`config.mk`:
```
export PLATFORM = sky130hd
export DESIGN_NAME = raster_top
export DESIGN_NICKNAME = d
export VERILOG_FILES = /design/src/verilog/raster_pkg.sv /design/src/verilog/tri_if.sv /design/src/verilog/pix_if.sv /design/src/verilog/triangle_store.sv /design/src/verilog/background_fill.sv /design/src/verilog/edge_rasterizer.sv /design/src/verilog/draw_manager.sv /design/src/verilog/raster_top.sv
export SDC_FILE = /design/constraint.sdc
export NUM_CORES = 2
export LEC_CHECK = 0
export BUFFER_PORTS_ARGS = -buffer_cell sky130_fd_sc_hd__buf_2
export CAP_MARGIN = 20
export CORE_ASPECT_RATIO = 1.4
export CORE_MARGIN = 5
export CORE_UTILIZATION = 40
export CTS_BUF_LIST = sky130_fd_sc_hd__clkbuf_4
export DETAILED_ROUTE_END_ITERATION = 8
export PLACE_DENSITY_LB_ADDON = 0.12
export SLEW_MARGIN = 20
export SYNTH_ARGS = -nofsm -noshare
export SYNTH_HDL_FRONTEND = slang
export SYNTH_SLANG_ARGS = --single-unit
```
`constraint.sdc`:
```
create_clock -name clk -period 8.3 [get_ports clk]
set_input_delay 0.415 -clock clk [delete_from_list [all_inputs] [get_ports clk]]
set_output_delay 0.415 -clock clk [all_outputs]
set_load 0.005 [all_outputs]
```
`src/verilog/raster_pkg.sv`:
```
package raster_pkg;

    // Vertex coordinates are unsigned pixel positions.
    localparam int COORD_W = 8;

    typedef struct packed {
        logic [COORD_W-1:0] x;
        logic [COORD_W-1:0] y;
    } vertex_t;

    // Flat shaded triangle, color is 4:4:4 RGB.
    typedef struct packed {
        vertex_t     a;
        vertex_t     b;
        vertex_t     c;
        logic [11:0] color;
    } triangle_t;

    // Last marks the final pixel of the final triangle in a frame.
    typedef struct packed {
        logic [COORD_W-1:0] x;
        logic [COORD_W-1:0] y;
        logic               covered;
        logic [11:0]        color;
        logic               last;
    } pixel_t;

    typedef enum logic [1:0] {
        DRAW_IDLE,
        DRAW_BACKGROUND,
        DRAW_RASTER,
        DRAW_DONE
    } draw_state_e;

endpackage

```
`src/verilog/tri_if.sv`:
```
interface tri_if;
    import raster_pkg::*;

    logic      valid;
    logic      ready;
    triangle_t tri_data;
    logic      last;

    // Transfer happens when valid and ready are both high.
    modport src (
        output valid,
        output tri_data,
        output last,
        input  ready
    );

    modport dst (
        input  valid,
        input  tri_data,
        input  last,
        output ready
    );

endinterface

```
`src/verilog/pix_if.sv`:
```
interface pix_if;
    import raster_pkg::*;

    // Single-cycle strobe, the sink is always ready.
    logic   valid;
    pixel_t pix;

    modport src (
        output valid,
        output pix
    );

    modport dst (
        input valid,
        input pix
    );

endinterface

```
`src/verilog/triangle_store.sv`:
```
module triangle_store #(
    parameter int TRI_MAX = 4
) (
    input  logic                       clk,
    input  logic                       rstn,
    input  logic                       load_en,
    input  logic [$clog2(TRI_MAX)-1:0] load_index,
    input  raster_pkg::triangle_t      load_tri,
    input  logic [$clog2(TRI_MAX)-1:0] rd_index,
    output raster_pkg::triangle_t      rd_tri
);
    import raster_pkg::*;

    triangle_t slots [TRI_MAX];

    always_ff @(posedge clk or negedge rstn) begin
        if (!rstn) begin
            for (int i = 0; i < TRI_MAX; i++) begin
                slots[i] <= '0;
            end
        end else if (load_en) begin
            slots[load_index] <= load_tri;
        end
    end

    // Read port is combinational.
    assign rd_tri = slots[rd_index];

endmodule

```
`src/verilog/background_fill.sv`:
```
module background_fill #(
    parameter int VIEW_W = 16,
    parameter int VIEW_H = 12
) (
    input  logic                              clk,
    input  logic                              rstn,
    input  logic                              start,
    input  logic [11:0]                       color,
    output logic                              wr_en,
    output logic [$clog2(VIEW_W*VIEW_H)-1:0]  wr_addr,
    output logic [11:0]                       wr_data,
    output logic                              done
);

    localparam int ADDR_W = $clog2(VIEW_W * VIEW_H);
    localparam logic [ADDR_W-1:0] LAST_ADDR = ADDR_W'(VIEW_W * VIEW_H - 1);

    logic              active;
    logic [ADDR_W-1:0] addr;
    logic [11:0]       color_q;

    always_ff @(posedge clk or negedge rstn) begin
        if (!rstn) begin
            active <= 1'b0;
            addr   <= '0;
        end else if (active) begin
            if (addr == LAST_ADDR) begin
                active <= 1'b0;
            end else begin
                addr <= addr + 1'b1;
            end
        end else if (start) begin
            active <= 1'b1;
            addr   <= '0;
        end
    end

    always_ff @(posedge clk) begin
        if (start && !active) begin
            color_q <= color;
        end
    end

    // One write per cycle while active.
    assign wr_en   = active;
    assign wr_addr = addr;
    assign wr_data = color_q;
    assign done    = active && (addr == LAST_ADDR);

endmodule

```
`src/verilog/edge_rasterizer.sv`:
```
module edge_rasterizer #(
    parameter int VIEW_W = 16,
    parameter int VIEW_H = 12
) (
    input logic clk,
    input logic rstn,
    tri_if.dst  tri_in,
    pix_if.src  pix_out
);
    import raster_pkg::*;

    localparam int COEF_W = 2 * COORD_W + 2;
    localparam int EVAL_W = 2 * COORD_W + 4;
    localparam logic [COORD_W-1:0] X_LIM = COORD_W'(VIEW_W - 1);
    localparam logic [COORD_W-1:0] Y_LIM = COORD_W'(VIEW_H - 1);

    // Edge function E(x, y) = a*x + b*y + c.
    typedef struct packed {
        logic signed [COEF_W-1:0] a;
        logic signed [COEF_W-1:0] b;
        logic signed [COEF_W-1:0] c;
    } edge_t;

    typedef struct packed {
        logic [COORD_W-1:0] x0;
        logic [COORD_W-1:0] x1;
        logic [COORD_W-1:0] y0;
        logic [COORD_W-1:0] y1;
        edge_t [2:0]        edges;
        logic [11:0]        color;
        logic               last;
        logic               empty;
    } setup_t;

    function automatic logic [COORD_W-1:0] min3(input logic [COORD_W-1:0] a, b, c);
        logic [COORD_W-1:0] m;
        m = (a < b) ? a : b;
        return (m < c) ? m : c;
    endfunction

    function automatic logic [COORD_W-1:0] max3(input logic [COORD_W-1:0] a, b, c);
        logic [COORD_W-1:0] m;
        m = (a > b) ? a : b;
        return (m > c) ? m : c;
    endfunction

    function automatic logic [COORD_W-1:0] clamp(input logic [COORD_W-1:0] v, lim);
        return (v > lim) ? lim : v;
    endfunction

    function automatic edge_t edge_setup(input vertex_t p, input vertex_t q);
        edge_t                    e;
        logic signed [COEF_W-1:0] px;
        logic signed [COEF_W-1:0] py;
        logic signed [COEF_W-1:0] qx;
        logic signed [COEF_W-1:0] qy;
        px  = COEF_W'(p.x);
        py  = COEF_W'(p.y);
        qx  = COEF_W'(q.x);
        qy  = COEF_W'(q.y);
        e.a = py - qy;
        e.b = qx - px;
        e.c = px * qy - qx * py;
        return e;
    endfunction

    function automatic logic signed [EVAL_W-1:0] edge_eval(input edge_t e,
                                                           input logic [COORD_W-1:0] x,
                                                           input logic [COORD_W-1:0] y);
        logic signed [EVAL_W-1:0] ea;
        logic signed [EVAL_W-1:0] eb;
        logic signed [EVAL_W-1:0] ec;
        logic signed [EVAL_W-1:0] px;
        logic signed [EVAL_W-1:0] py;
        ea = e.a;
        eb = e.b;
        ec = e.c;
        px = EVAL_W'(x);
        py = EVAL_W'(y);
        return ea * px + eb * py + ec;
    endfunction

    logic               setup_full;
    setup_t             setup_d;
    setup_t             setup_q;
    logic               busy;
    setup_t             job;
    logic [COORD_W-1:0] sx;
    logic [COORD_W-1:0] sy;
    logic               accept;
    logic               at_end;
    logic               scan_load;
    logic [COORD_W-1:0] min_x;
    logic [COORD_W-1:0] min_y;

    logic signed [EVAL_W-1:0] e0;
    logic signed [EVAL_W-1:0] e1;
    logic signed [EVAL_W-1:0] e2;

    assign tri_in.ready = !setup_full;
    assign accept       = tri_in.valid && tri_in.ready;
    assign at_end       = busy && (sx == job.x1) && (sy == job.y1);
    assign scan_load    = setup_full && (!busy || at_end);

    // Setup stage: clipped box and edge coefficients.
    always_comb begin
        min_x           = min3(tri_in.tri_data.a.x, tri_in.tri_data.b.x, tri_in.tri_data.c.x);
        min_y           = min3(tri_in.tri_data.a.y, tri_in.tri_data.b.y, tri_in.tri_data.c.y);
        setup_d.x0      = clamp(min_x, X_LIM);
        setup_d.y0      = clamp(min_y, Y_LIM);
        setup_d.x1      = clamp(max3(tri_in.tri_data.a.x, tri_in.tri_data.b.x,
                                     tri_in.tri_data.c.x), X_LIM);
        setup_d.y1      = clamp(max3(tri_in.tri_data.a.y, tri_in.tri_data.b.y,
                                     tri_in.tri_data.c.y), Y_LIM);
        setup_d.edges[0] = edge_setup(tri_in.tri_data.a, tri_in.tri_data.b);
        setup_d.edges[1] = edge_setup(tri_in.tri_data.b, tri_in.tri_data.c);
        setup_d.edges[2] = edge_setup(tri_in.tri_data.c, tri_in.tri_data.a);
        setup_d.color   = tri_in.tri_data.color;
        setup_d.last    = tri_in.last;
        // Box fully outside still yields one uncovered pixel.
        setup_d.empty   = (min_x > X_LIM) || (min_y > Y_LIM);
    end

    always_ff @(posedge clk or negedge rstn) begin
        if (!rstn) begin
            setup_full <= 1'b0;
            busy       <= 1'b0;
        end else begin
            if (accept) begin
                setup_full <= 1'b1;
            end else if (scan_load) begin
                setup_full <= 1'b0;
            end
            if (scan_load) begin
                busy <= 1'b1;
            end else if (at_end) begin
                busy <= 1'b0;
            end
        end
    end

    always_ff @(posedge clk) begin
        if (accept) begin
            setup_q <= setup_d;
        end
        if (scan_load) begin
            job <= setup_q;
            sx  <= setup_q.x0;
            sy  <= setup_q.y0;
        end else if (busy) begin
            if (sx == job.x1) begin
                sx <= job.x0;
                sy <= sy + 1'b1;
            end else begin
                sx <= sx + 1'b1;
            end
        end
    end

    // Scan stage output, covered for either winding.
    assign e0 = edge_eval(job.edges[0], sx, sy);
    assign e1 = edge_eval(job.edges[1], sx, sy);
    assign e2 = edge_eval(job.edges[2], sx, sy);

    assign pix_out.valid       = busy;
    assign pix_out.pix.x       = sx;
    assign pix_out.pix.y       = sy;
    assign pix_out.pix.covered = !job.empty &&
                                 ((e0 >= 0 && e1 >= 0 && e2 >= 0) ||
                                  (e0 <= 0 && e1 <= 0 && e2 <= 0));
    assign pix_out.pix.color   = job.color;
    assign pix_out.pix.last    = job.last && (sx == job.x1) && (sy == job.y1);

endmodule

```
`src/verilog/draw_manager.sv`:
```
module draw_manager #(
    parameter int VIEW_W  = 16,
    parameter int VIEW_H  = 12,
    parameter int TRI_MAX = 4
) (
    input  logic                               clk,
    input  logic                               rstn,
    input  logic                               draw_start,
    input  logic                               draw_ack,
    input  logic [11:0]                        bg_color,
    input  logic [$clog2(TRI_MAX+1)-1:0]       tri_count,
    output logic [$clog2(TRI_MAX)-1:0]         rd_index,
    input  raster_pkg::triangle_t              rd_tri,
    output logic                               bg_start,
    input  logic                               bg_wr_en,
    input  logic [$clog2(VIEW_W*VIEW_H)-1:0]   bg_wr_addr,
    input  logic [11:0]                        bg_wr_data,
    input  logic                               bg_done,
    tri_if.src                                 tri_out,
    pix_if.dst                                 pix_in,
    output logic                               write_en,
    output logic [$clog2(VIEW_W*VIEW_H)-1:0]   write_addr,
    output logic [11:0]                        write_data,
    output logic                               frame_done
);
    import raster_pkg::*;

    localparam int ADDR_W = $clog2(VIEW_W * VIEW_H);
    localparam int IDX_W  = $clog2(TRI_MAX);
    localparam int CNT_W  = $clog2(TRI_MAX + 1);

    draw_state_e      state;
    draw_state_e      next_state;
    logic [CNT_W-1:0] count_q;
    logic [CNT_W-1:0] tri_idx;

    always_ff @(posedge clk or negedge rstn) begin
        if (!rstn) begin
            state    <= DRAW_IDLE;
            count_q  <= '0;
            tri_idx  <= '0;
            bg_start <= 1'b0;
        end else begin
            state    <= next_state;
            bg_start <= (state == DRAW_IDLE) && draw_start;
            if (state == DRAW_IDLE && draw_start) begin
                count_q <= tri_count;
                tri_idx <= '0;
            end else if (tri_out.valid && tri_out.ready) begin
                tri_idx <= tri_idx + 1'b1;
            end
        end
    end

    // Triangles are offered in slot order.
    assign rd_index         = IDX_W'(tri_idx);
    assign tri_out.tri_data = rd_tri;
    assign tri_out.valid    = (state == DRAW_RASTER) && (tri_idx < count_q);
    assign tri_out.last     = (tri_idx == count_q - 1'b1);

    always_comb begin
        next_state = state;
        write_en   = 1'b0;
        write_addr = '0;
        write_data = '0;
        frame_done = 1'b0;
        case (state)
            DRAW_IDLE: begin
                if (draw_start) begin
                    next_state = DRAW_BACKGROUND;
                end
            end
            DRAW_BACKGROUND: begin
                write_en   = bg_wr_en;
                write_addr = bg_wr_addr;
                write_data = bg_wr_data;
                if (bg_done) begin
                    next_state = (count_q == '0) ? DRAW_DONE : DRAW_RASTER;
                end
            end
            DRAW_RASTER: begin
                if (pix_in.valid) begin
                    write_en   = pix_in.pix.covered;
                    write_addr = ADDR_W'(pix_in.pix.y * VIEW_W + pix_in.pix.x);
                    write_data = pix_in.pix.color;
                    if (pix_in.pix.last) begin
                        next_state = DRAW_DONE;
                    end
                end
            end
            DRAW_DONE: begin
                frame_done = 1'b1;
                if (draw_ack) begin
                    next_state = DRAW_IDLE;
                end
            end
            default: begin
                next_state = DRAW_IDLE;
            end
        endcase
    end

endmodule

```
`src/verilog/raster_top.sv`:
```
module raster_top #(
    parameter int VIEW_W  = 16,
    parameter int VIEW_H  = 12,
    parameter int TRI_MAX = 4
) (
    input  logic                              clk,
    input  logic                              rstn,
    input  logic                              load_en,
    input  logic [$clog2(TRI_MAX)-1:0]        load_index,
    input  raster_pkg::triangle_t             load_tri,
    input  logic                              draw_start,
    input  logic                              draw_ack,
    input  logic [11:0]                       bg_color,
    input  logic [$clog2(TRI_MAX+1)-1:0]      tri_count,
    output logic                              frame_done,
    output logic                              write_en,
    output logic [$clog2(VIEW_W*VIEW_H)-1:0]  write_addr,
    output logic [11:0]                       write_data
);
    import raster_pkg::*;

    localparam int ADDR_W = $clog2(VIEW_W * VIEW_H);

    logic [$clog2(TRI_MAX)-1:0] rd_index;
    triangle_t                  rd_tri;
    logic                       bg_start;
    logic                       bg_wr_en;
    logic [ADDR_W-1:0]          bg_wr_addr;
    logic [11:0]                bg_wr_data;
    logic                       bg_done;

    tri_if tri_bus ();
    pix_if pix_bus ();

    triangle_store #(
        .TRI_MAX(TRI_MAX)
    ) u_store (
        .clk       (clk),
        .rstn      (rstn),
        .load_en   (load_en),
        .load_index(load_index),
        .load_tri  (load_tri),
        .rd_index  (rd_index),
        .rd_tri    (rd_tri)
    );

    background_fill #(
        .VIEW_W(VIEW_W),
        .VIEW_H(VIEW_H)
    ) u_fill (
        .clk    (clk),
        .rstn   (rstn),
        .start  (bg_start),
        .color  (bg_color),
        .wr_en  (bg_wr_en),
        .wr_addr(bg_wr_addr),
        .wr_data(bg_wr_data),
        .done   (bg_done)
    );

    edge_rasterizer #(
        .VIEW_W(VIEW_W),
        .VIEW_H(VIEW_H)
    ) u_raster (
        .clk    (clk),
        .rstn   (rstn),
        .tri_in (tri_bus),
        .pix_out(pix_bus)
    );

    draw_manager #(
        .VIEW_W (VIEW_W),
        .VIEW_H (VIEW_H),
        .TRI_MAX(TRI_MAX)
    ) u_manager (
        .clk       (clk),
        .rstn      (rstn),
        .draw_start(draw_start),
        .draw_ack  (draw_ack),
        .bg_color  (bg_color),
        .tri_count (tri_count),
        .rd_index  (rd_index),
        .rd_tri    (rd_tri),
        .bg_start  (bg_start),
        .bg_wr_en  (bg_wr_en),
        .bg_wr_addr(bg_wr_addr),
        .bg_wr_data(bg_wr_data),
        .bg_done   (bg_done),
        .tri_out   (tri_bus),
        .pix_in    (pix_bus),
        .write_en  (write_en),
        .write_addr(write_addr),
        .write_data(write_data),
        .frame_done(frame_done)
    );

endmodule

```
== Word level (Yosys, flattened, before mapping) ==
Index checks and enable logic that the tools add are counted.

* Register bits after elaboration: 696
* Latch bits: 0
* Memory bits (writable): 0
* Bits in read-only memories: 0
* Bits of input ports: 82
* Output and inout bits: 22
* Memories kept: 0

* Add/subtract/negate cells: 21
* Multipliers: 12
* Div/mod/pow operators: 0
* Magnitude comparators: 22
* Eq/ne operators: 13
* Shifts and indexed selects: 0
* Multiplexer cells: 46
* Bitwise logic cells: 2
* Reduce and logical (&&, ||, !) cells: 34

{| class="wikitable"
|+ Operator list
! kind !! number
|-
| bitwise mux 240 bit || 1
|-
| 2-to-1 mux 60 bit || 3
|-
| 2-to-1 mux 8 bit || 18
|-
| binary-select mux 60 bit (select 2 bit) || 1
|-
| demux 60 bit (select 2 bit) || 1
|-
| multiplier 18 x 9 -> 20 bit || 6
|-
| multiplier 8 x 8 -> 16 bit || 6
|-
| adder 20 x 18 -> 20 bit || 3
|-
| adder 20 bit || 3
|-
| greater-or-equal comparator 20 x 1 -> 1 bit, second input constant || 3
|-
| less-or-equal comparator 20 x 1 -> 1 bit, second input constant || 3
|-
| subtractor 18 bit || 3
|-
| subtractor 8 x 8 -> 9 bit || 6
|-
| greater-than comparator 8 x 4 -> 1 bit, second input constant || 4
|-
| greater-than comparator 8 bit || 4
|-
| less-than comparator 8 bit || 4
|-
| adder 8 x 1 -> 8 bit, second input constant || 3
|-
| one-hot mux 12 bit (2 select lines) || 1
|-
| == test 8 bit || 2
|-
| logical AND 1 bit || 16
|-
| one-hot mux 8 bit (2 select lines) || 1
|-
| 2-to-1 mux 12 bit || 1
|-
| inequality test 2 bit, second input constant || 6
|-
| nonzero test 2 bit || 6
|-
| 22 further kinds || 45
|}

== Logic depth before layout (Yosys ltp) ==
* Depth after elaboration: 10
* Depth in mapped cells: 36
* Mapped depth without buffers: 29

== By module ==
From an unflattened synthesis, not the netlist that was laid out.

* Cells, all modules: 5297
* Area, all modules: 58083.2 um^2

{| class="wikitable"
|+ Modules (own cells, without submodules)
! module !! times used !! cells each !! area an instance (um^2) !! sequential area each (um^2)
|-
| edge_rasterizer || 1 || 4472 || 45449.8 || 9359.0
|-
| triangle_store || 1 || 582 || 10287.4 || 6005.8
|-
| draw_manager || 1 || 182 || 1500.2 || 225.2
|-
| background_fill || 1 || 61 || 845.8 || 585.6
|}

== Worst setup path after synthesis ==
No wires, ideal clock.

* Path type: register -> register
* Start point: reg u_manager.tri_idx[0]
* End point: reg u_manager.tri_idx[2]
* Library setup time: 72 ps
* Arrival time: 7018 ps
* Required time: 8228 ps
* Setup slack: 1210 ps
* Cell stages (with the launch flop): 17
* Period minus slack after synthesis: 7090 ps
* Cell sequence: dfrtp_1 > buf_6 > buf_8 > buf_6 > buf_6 > buf_4 > buf_4 > buf_2 > inv_1 > ha_1 > nor2b_1 > o21ai_0 > and3_1 > clkbuf_1 > nand2_1 > xor2_1 > nor2_1

* Cells in the longest elaborated chain, start to end: 4

{| class="wikitable"
|+ RTL lines
! element !! RTL line !! source
|-
| from (decl) || draw_manager.sv:35 || <nowiki>logic [CNT_W-1:0] tri_idx;</nowiki>
|-
| from (signal assigned) || draw_manager.sv:50 || <nowiki>tri_idx <= tri_idx + 1'b1;</nowiki>
|-
| less-than comparator 3 bit || draw_manager.sv:58 || <nowiki>assign tri_out.valid = (state == DRAW_RASTER) && (tri_idx < count_q);</nowiki>
|-
| logical AND 1 bit || draw_manager.sv:58 ||
|-
| logical AND 1 bit || -- ||
|-
| named net u_raster.accept || edge_rasterizer.sv:90 || <nowiki>logic accept;</nowiki>
|-
| nonzero test 2 bit (no source line) || -- ||
|}

The timed path passes the listed nets, and every way through them passes these cells. The select of a mux whose other input is x is not followed.
A chain may end at the register's enable or synchronous reset.

== Worst setup path after layout ==
* Start point: reg u_raster.sx[0]
* End point: out write_en

* Cells in the longest elaborated chain, start to end: 10

{| class="wikitable"
|+ RTL lines
! element !! RTL line !! source
|-
| from (decl) || edge_rasterizer.sv:88 || <nowiki>logic [COORD_W-1:0] sx;</nowiki>
|-
| from (signal assigned) || edge_rasterizer.sv:148 || <nowiki>sx <= setup_q.x0;</nowiki>
|-
| from (signal assigned) || edge_rasterizer.sv:152 || <nowiki>sx <= job.x0;</nowiki>
|-
| from (signal assigned) || edge_rasterizer.sv:155 || <nowiki>sx <= sx + 1'b1;</nowiki>
|-
| multiplier 18 x 9 -> 20 bit || edge_rasterizer.sv:80 || <nowiki>return ea * px + eb * py + ec;</nowiki>
|-
| adder 20 bit || edge_rasterizer.sv:80 ||
|-
| adder 20 x 18 -> 20 bit || edge_rasterizer.sv:80 ||
|-
| greater-or-equal comparator 20 x 1 -> 1 bit / less-or-equal comparator 20 x 1 -> 1 bit (equally long branches) || edge_rasterizer.sv:169, edge_rasterizer.sv:170 ||
|-
| logical AND 1 bit (on tied branches) (2 in a row) || edge_rasterizer.sv:169, edge_rasterizer.sv:170 ||
|-
| logical OR 1 bit * || edge_rasterizer.sv:169 || <nowiki>((e0 >= 0 && e1 >= 0 && e2 >= 0) ||</nowiki>
|-
| logical AND 1 bit * || edge_rasterizer.sv:168 || <nowiki>assign pix_out.pix.covered = !job.empty &&</nowiki>
|-
| 2-to-1 mux 1 bit * || draw_manager.sv:82 || <nowiki>if (pix_in.valid) begin</nowiki>
|-
| one-hot mux 1 bit (2 select lines) * || draw_manager.sv:67 || <nowiki>case (state)</nowiki>
|-
| to (decl) || raster_top.sv:16 || <nowiki>output logic write_en,</nowiki>
|}

Mark *: on every way between the ends. The rest lies on a longest branch, timed or not.

==> flow_summary_export.csv <==
group,metric,value,unit
detailed_routing,dr.first_iter.drc_count,1825,
clock_tree,root_buffer,"clkbuf_4",
yosys,synth_cell_types,87,
worst_hold_path,hold_class,"input port to flip-flop",
placement,gp_congestion,0.939,
timing,slew_violations,0,
timing,setup_viol,0,
yosys,ys_ff_latch,588,
global_routing,grt_pass1_vias,44400,
yosys,syn_area_per_cell,10.6,um^2
critical_path,crit_path_end_kind,"primary output",
finish,area_delta_synth_final,13.7,%
timing,finalHoldViolations,0,
global_routing,antenna_found_initial,1,
critical_path,worstPathRequired,7.89,ns
finish,drive_above_1_share,0.163,
clock_tree,clock_sinks,588,
finish,utilization,0.457,
yosys,synth_area_leader_cell,"fa_1",
global_routing,grt_pass1_wl,254,mm
detailed_routing,drc,0,
status,status,"complete, no violations",
yosys,yosysWarnings,0,
timing,period_needed,7.99,ns
critical_path,startpoint_type,"flip-flop",
critical_path,cp.arrival,7.58,ns
timing,finClkSkew,0.0814,ns
critical_path,crit_slowest_cell,"fa_2",
detailed_routing,drt-total-wl,162,mm
yosys,synth_top_cell_area_share,0.252,
placement,port_buffers,103,
critical_path,critPathMaxFanout,5,
placement,dp_hpwl,129,mm
detailed_routing,drtAntennaViolNets,0,
yosys,yosysSeqAreaShare,0.278,
timing,fin_crit_sh,0.963,
yosys,ys_top_cells_by_count,"inv_1 (963), fa_1 (742), nand2_1 (613)",
clock_tree,cts.htree.levels,4,
timing,rsz0062_at_grt,"yes",
global_routing,globalRouteOverflowTotal,0,
critical_path,worstPathCellList,"buf_4 -> nand2_4 -> inv_1 -> fa_2 -> fa_1 -> inv_2 -> fa_2 -> fa_1 -> fa_1 -> fa_1 -> inv_2 -> ha_4 -> inv_2 -> a222oi_1 -> nor4b_2 -> nand3_1 -> nor4_4 -> nand4_1 -> a2111oi_4 -> o22ai_2 -> o21bai_1 -> buf_2",
yosys,synth_edf_count,328,
floorplanning,die_area,155000,um^2
clock_tree,cts_tree,"built",
global_routing,grt_start_max_net_pins,165,
floorplanning,row_count,166,
run,cap_violations,0,
clock_tree,numCtsBuffers,143,
detailed_routing,wl_per_cell,20.2,um
clock_tree,ctsLongestPathBuffers,3,
floorplanning,fp.dieW,334,um
global_routing,grt_use_total,0.211,
yosys,async_flop_share,0.442,
yosys,syn_area,58900,um^2
timing,slew-limit-headroom,0.274,
timing,max_freq,125,MHz
detailed_routing,via_per_inst,5.05,
detailed_routing,vias,40500,
clock_tree,clk_latency,1.07,ns
detailed_routing,dr.pass1.iters,6,
clock_tree,clkTransAtPathRegs,0.06,ns
timing,holdWs,0.190,ns
floorplanning,die_h,464,um
yosys,synthCells,5545,
timing,worst_pin_slew,1.09,ns
critical_path,crit_path_frequent_cell,"fa_1",
yosys,synth_area_leaders,"fa_1 (25%), edfxtp_1 (17%), ha_1 (12%)",
finish,fillers,14000,
floorplanning,core_area,146000,um^2
finish,nets,7378,
floorplanning,ioPinCount,104,
critical_path,crit_type,"flip-flop to primary output",
yosys,yosysMostFrequentCell,"inv_1",
critical_path,critical-path-max-stage-delay,0.61,ns
floorplanning,initial_core_util,0.403,
yosys,synth_flop_cell,"edfxtp_1",
==> cell type report <==
cell class | count | area (um^2) | share of cell area
Multi-Input combinational cell | 3823 | 38800 | 0.579
Sequential cell | 588 | 16400 | 0.245
Inverter | 986 | 3710 | 0.0554
Timing Repair Buffer | 434 | 3620 | 0.0542
Tap cell | 1932 | 2420 | 0.0361
Clock buffer | 210 | 1580 | 0.0236
Clock inverter | 45 | 447 | 0.00668
Antenna cell | 2 | 5.00 | 0.0000748
==> logic make-up after synthesis <==
logic type      after synthesis  synth area share
compound gates              542            0.0606
simple gates               1373             0.106
flops                       588             0.278
other cells                   1         0.0000637
mux                         364            0.0745
xor+xnor                    208            0.0310
buf+inv                    1149            0.0746
fa+ha+maj                  1320             0.375
==> worst max-delay path, delay by kind of cell, from the launching register on <==
kind / cells / cell delay, ns
buffers and inverters: 6 / 0.56
DFF: 1 / 0.48
and+or+nand+nor: 5 / 1.05
AOI/OAI and AO/OA: 4 / 1.04
adders and majority gates: 7 / 3.42
==> stage by stage <==
stage | setup WS, ns | TNS, ns | std cells | instance area (um^2)
after CTS | 0.00795 | 0 | 7984 | 66100
after detailed placement | 0.465 | 0 | 7560 | 62200
after floorplan | 1.21 | 0 | 5560 | 58900
after global placement | 0.548 | 0 | 7560 | 62200
final | 0.305 | 0 | 8020 | 66900
after global routing | -0.0679 | -0.0679 | 8019 | 66900
==> per-layer routing <==
layer | up-vias | track usage | wire [um]
met3 | 332 | 0.0235 | 5080
met5 | - | 0 | 0
met2 | 846 | 0.374 | 81800
met4 | 0 | 0.110 | 9560
li1 | 18900 | - | -
met1 | 20400 | 0.253 | 65900
==> final timing paths <==
path,startpoint,to,slack [ns],cells after the start
min in group asynchronous,rstn,u_store.slots[5]$_DFFE_PN0P_,0.57,4
hold reg to reg,u_raster.setup_q[50]$_DFFE_PP_,u_raster.job[50]$_DFFE_PP_,0.40,0
setup reg to reg,u_manager.tri_idx[0]$_DFFE_PN0P_,u_raster.setup_q[83]$_DFFE_PP_,0.93,26
setup / recovery,u_raster.sx[0]$_DFFE_PP_,write_en,0.31,22
max in group asynchronous,rstn,u_store.slots[158]$_DFFE_PN0P_,6.81,4
hold / removal,load_tri[46],u_store.slots[226]$_DFFE_PN0P_,0.19,3
==> timing repair <==
action,CTS,global route
pin swaps,9,73
gates resized for setup,39,116
hold endpoints to repair,357,0
buffers inserted,42,35
endpoints found under the setup margin,1,1
hold buffers,128,0
cloned,0,2
==> cell usage in the layout (no fill, tap or decap), types with 114 or more instances in the layout <==
master and instances:
a21oi_1 114, and2_1 173, buf_4 171, clkbuf_4 210
dfrtp_1 258, dlygate4sd3_1 127, edfxtp_1 328, fa_1 722
ha_1 552, inv_1 944, mux2_2 266, nand2_1 603
nor2_1 304, o21ai_0 114, xnor2_1 127
==> sequential cells by signal (all words and copies together), names as in the netlist, 2 cells and up <==
register / count
u_manager.state: 2
u_store.slots: 240
u_raster.pix_out.pix: 12
u_raster.job: 134
u_manager.count_q: 3
u_raster.sy: 8
u_raster.setup_q: 154
u_manager.tri_idx: 3
u_fill.wr_addr: 8
u_fill.wr_data: 12
u_raster.sx: 8
Power is not shown: default switching activity piles up to over one toggle a cycle in this logic, so the estimate is an artifact.
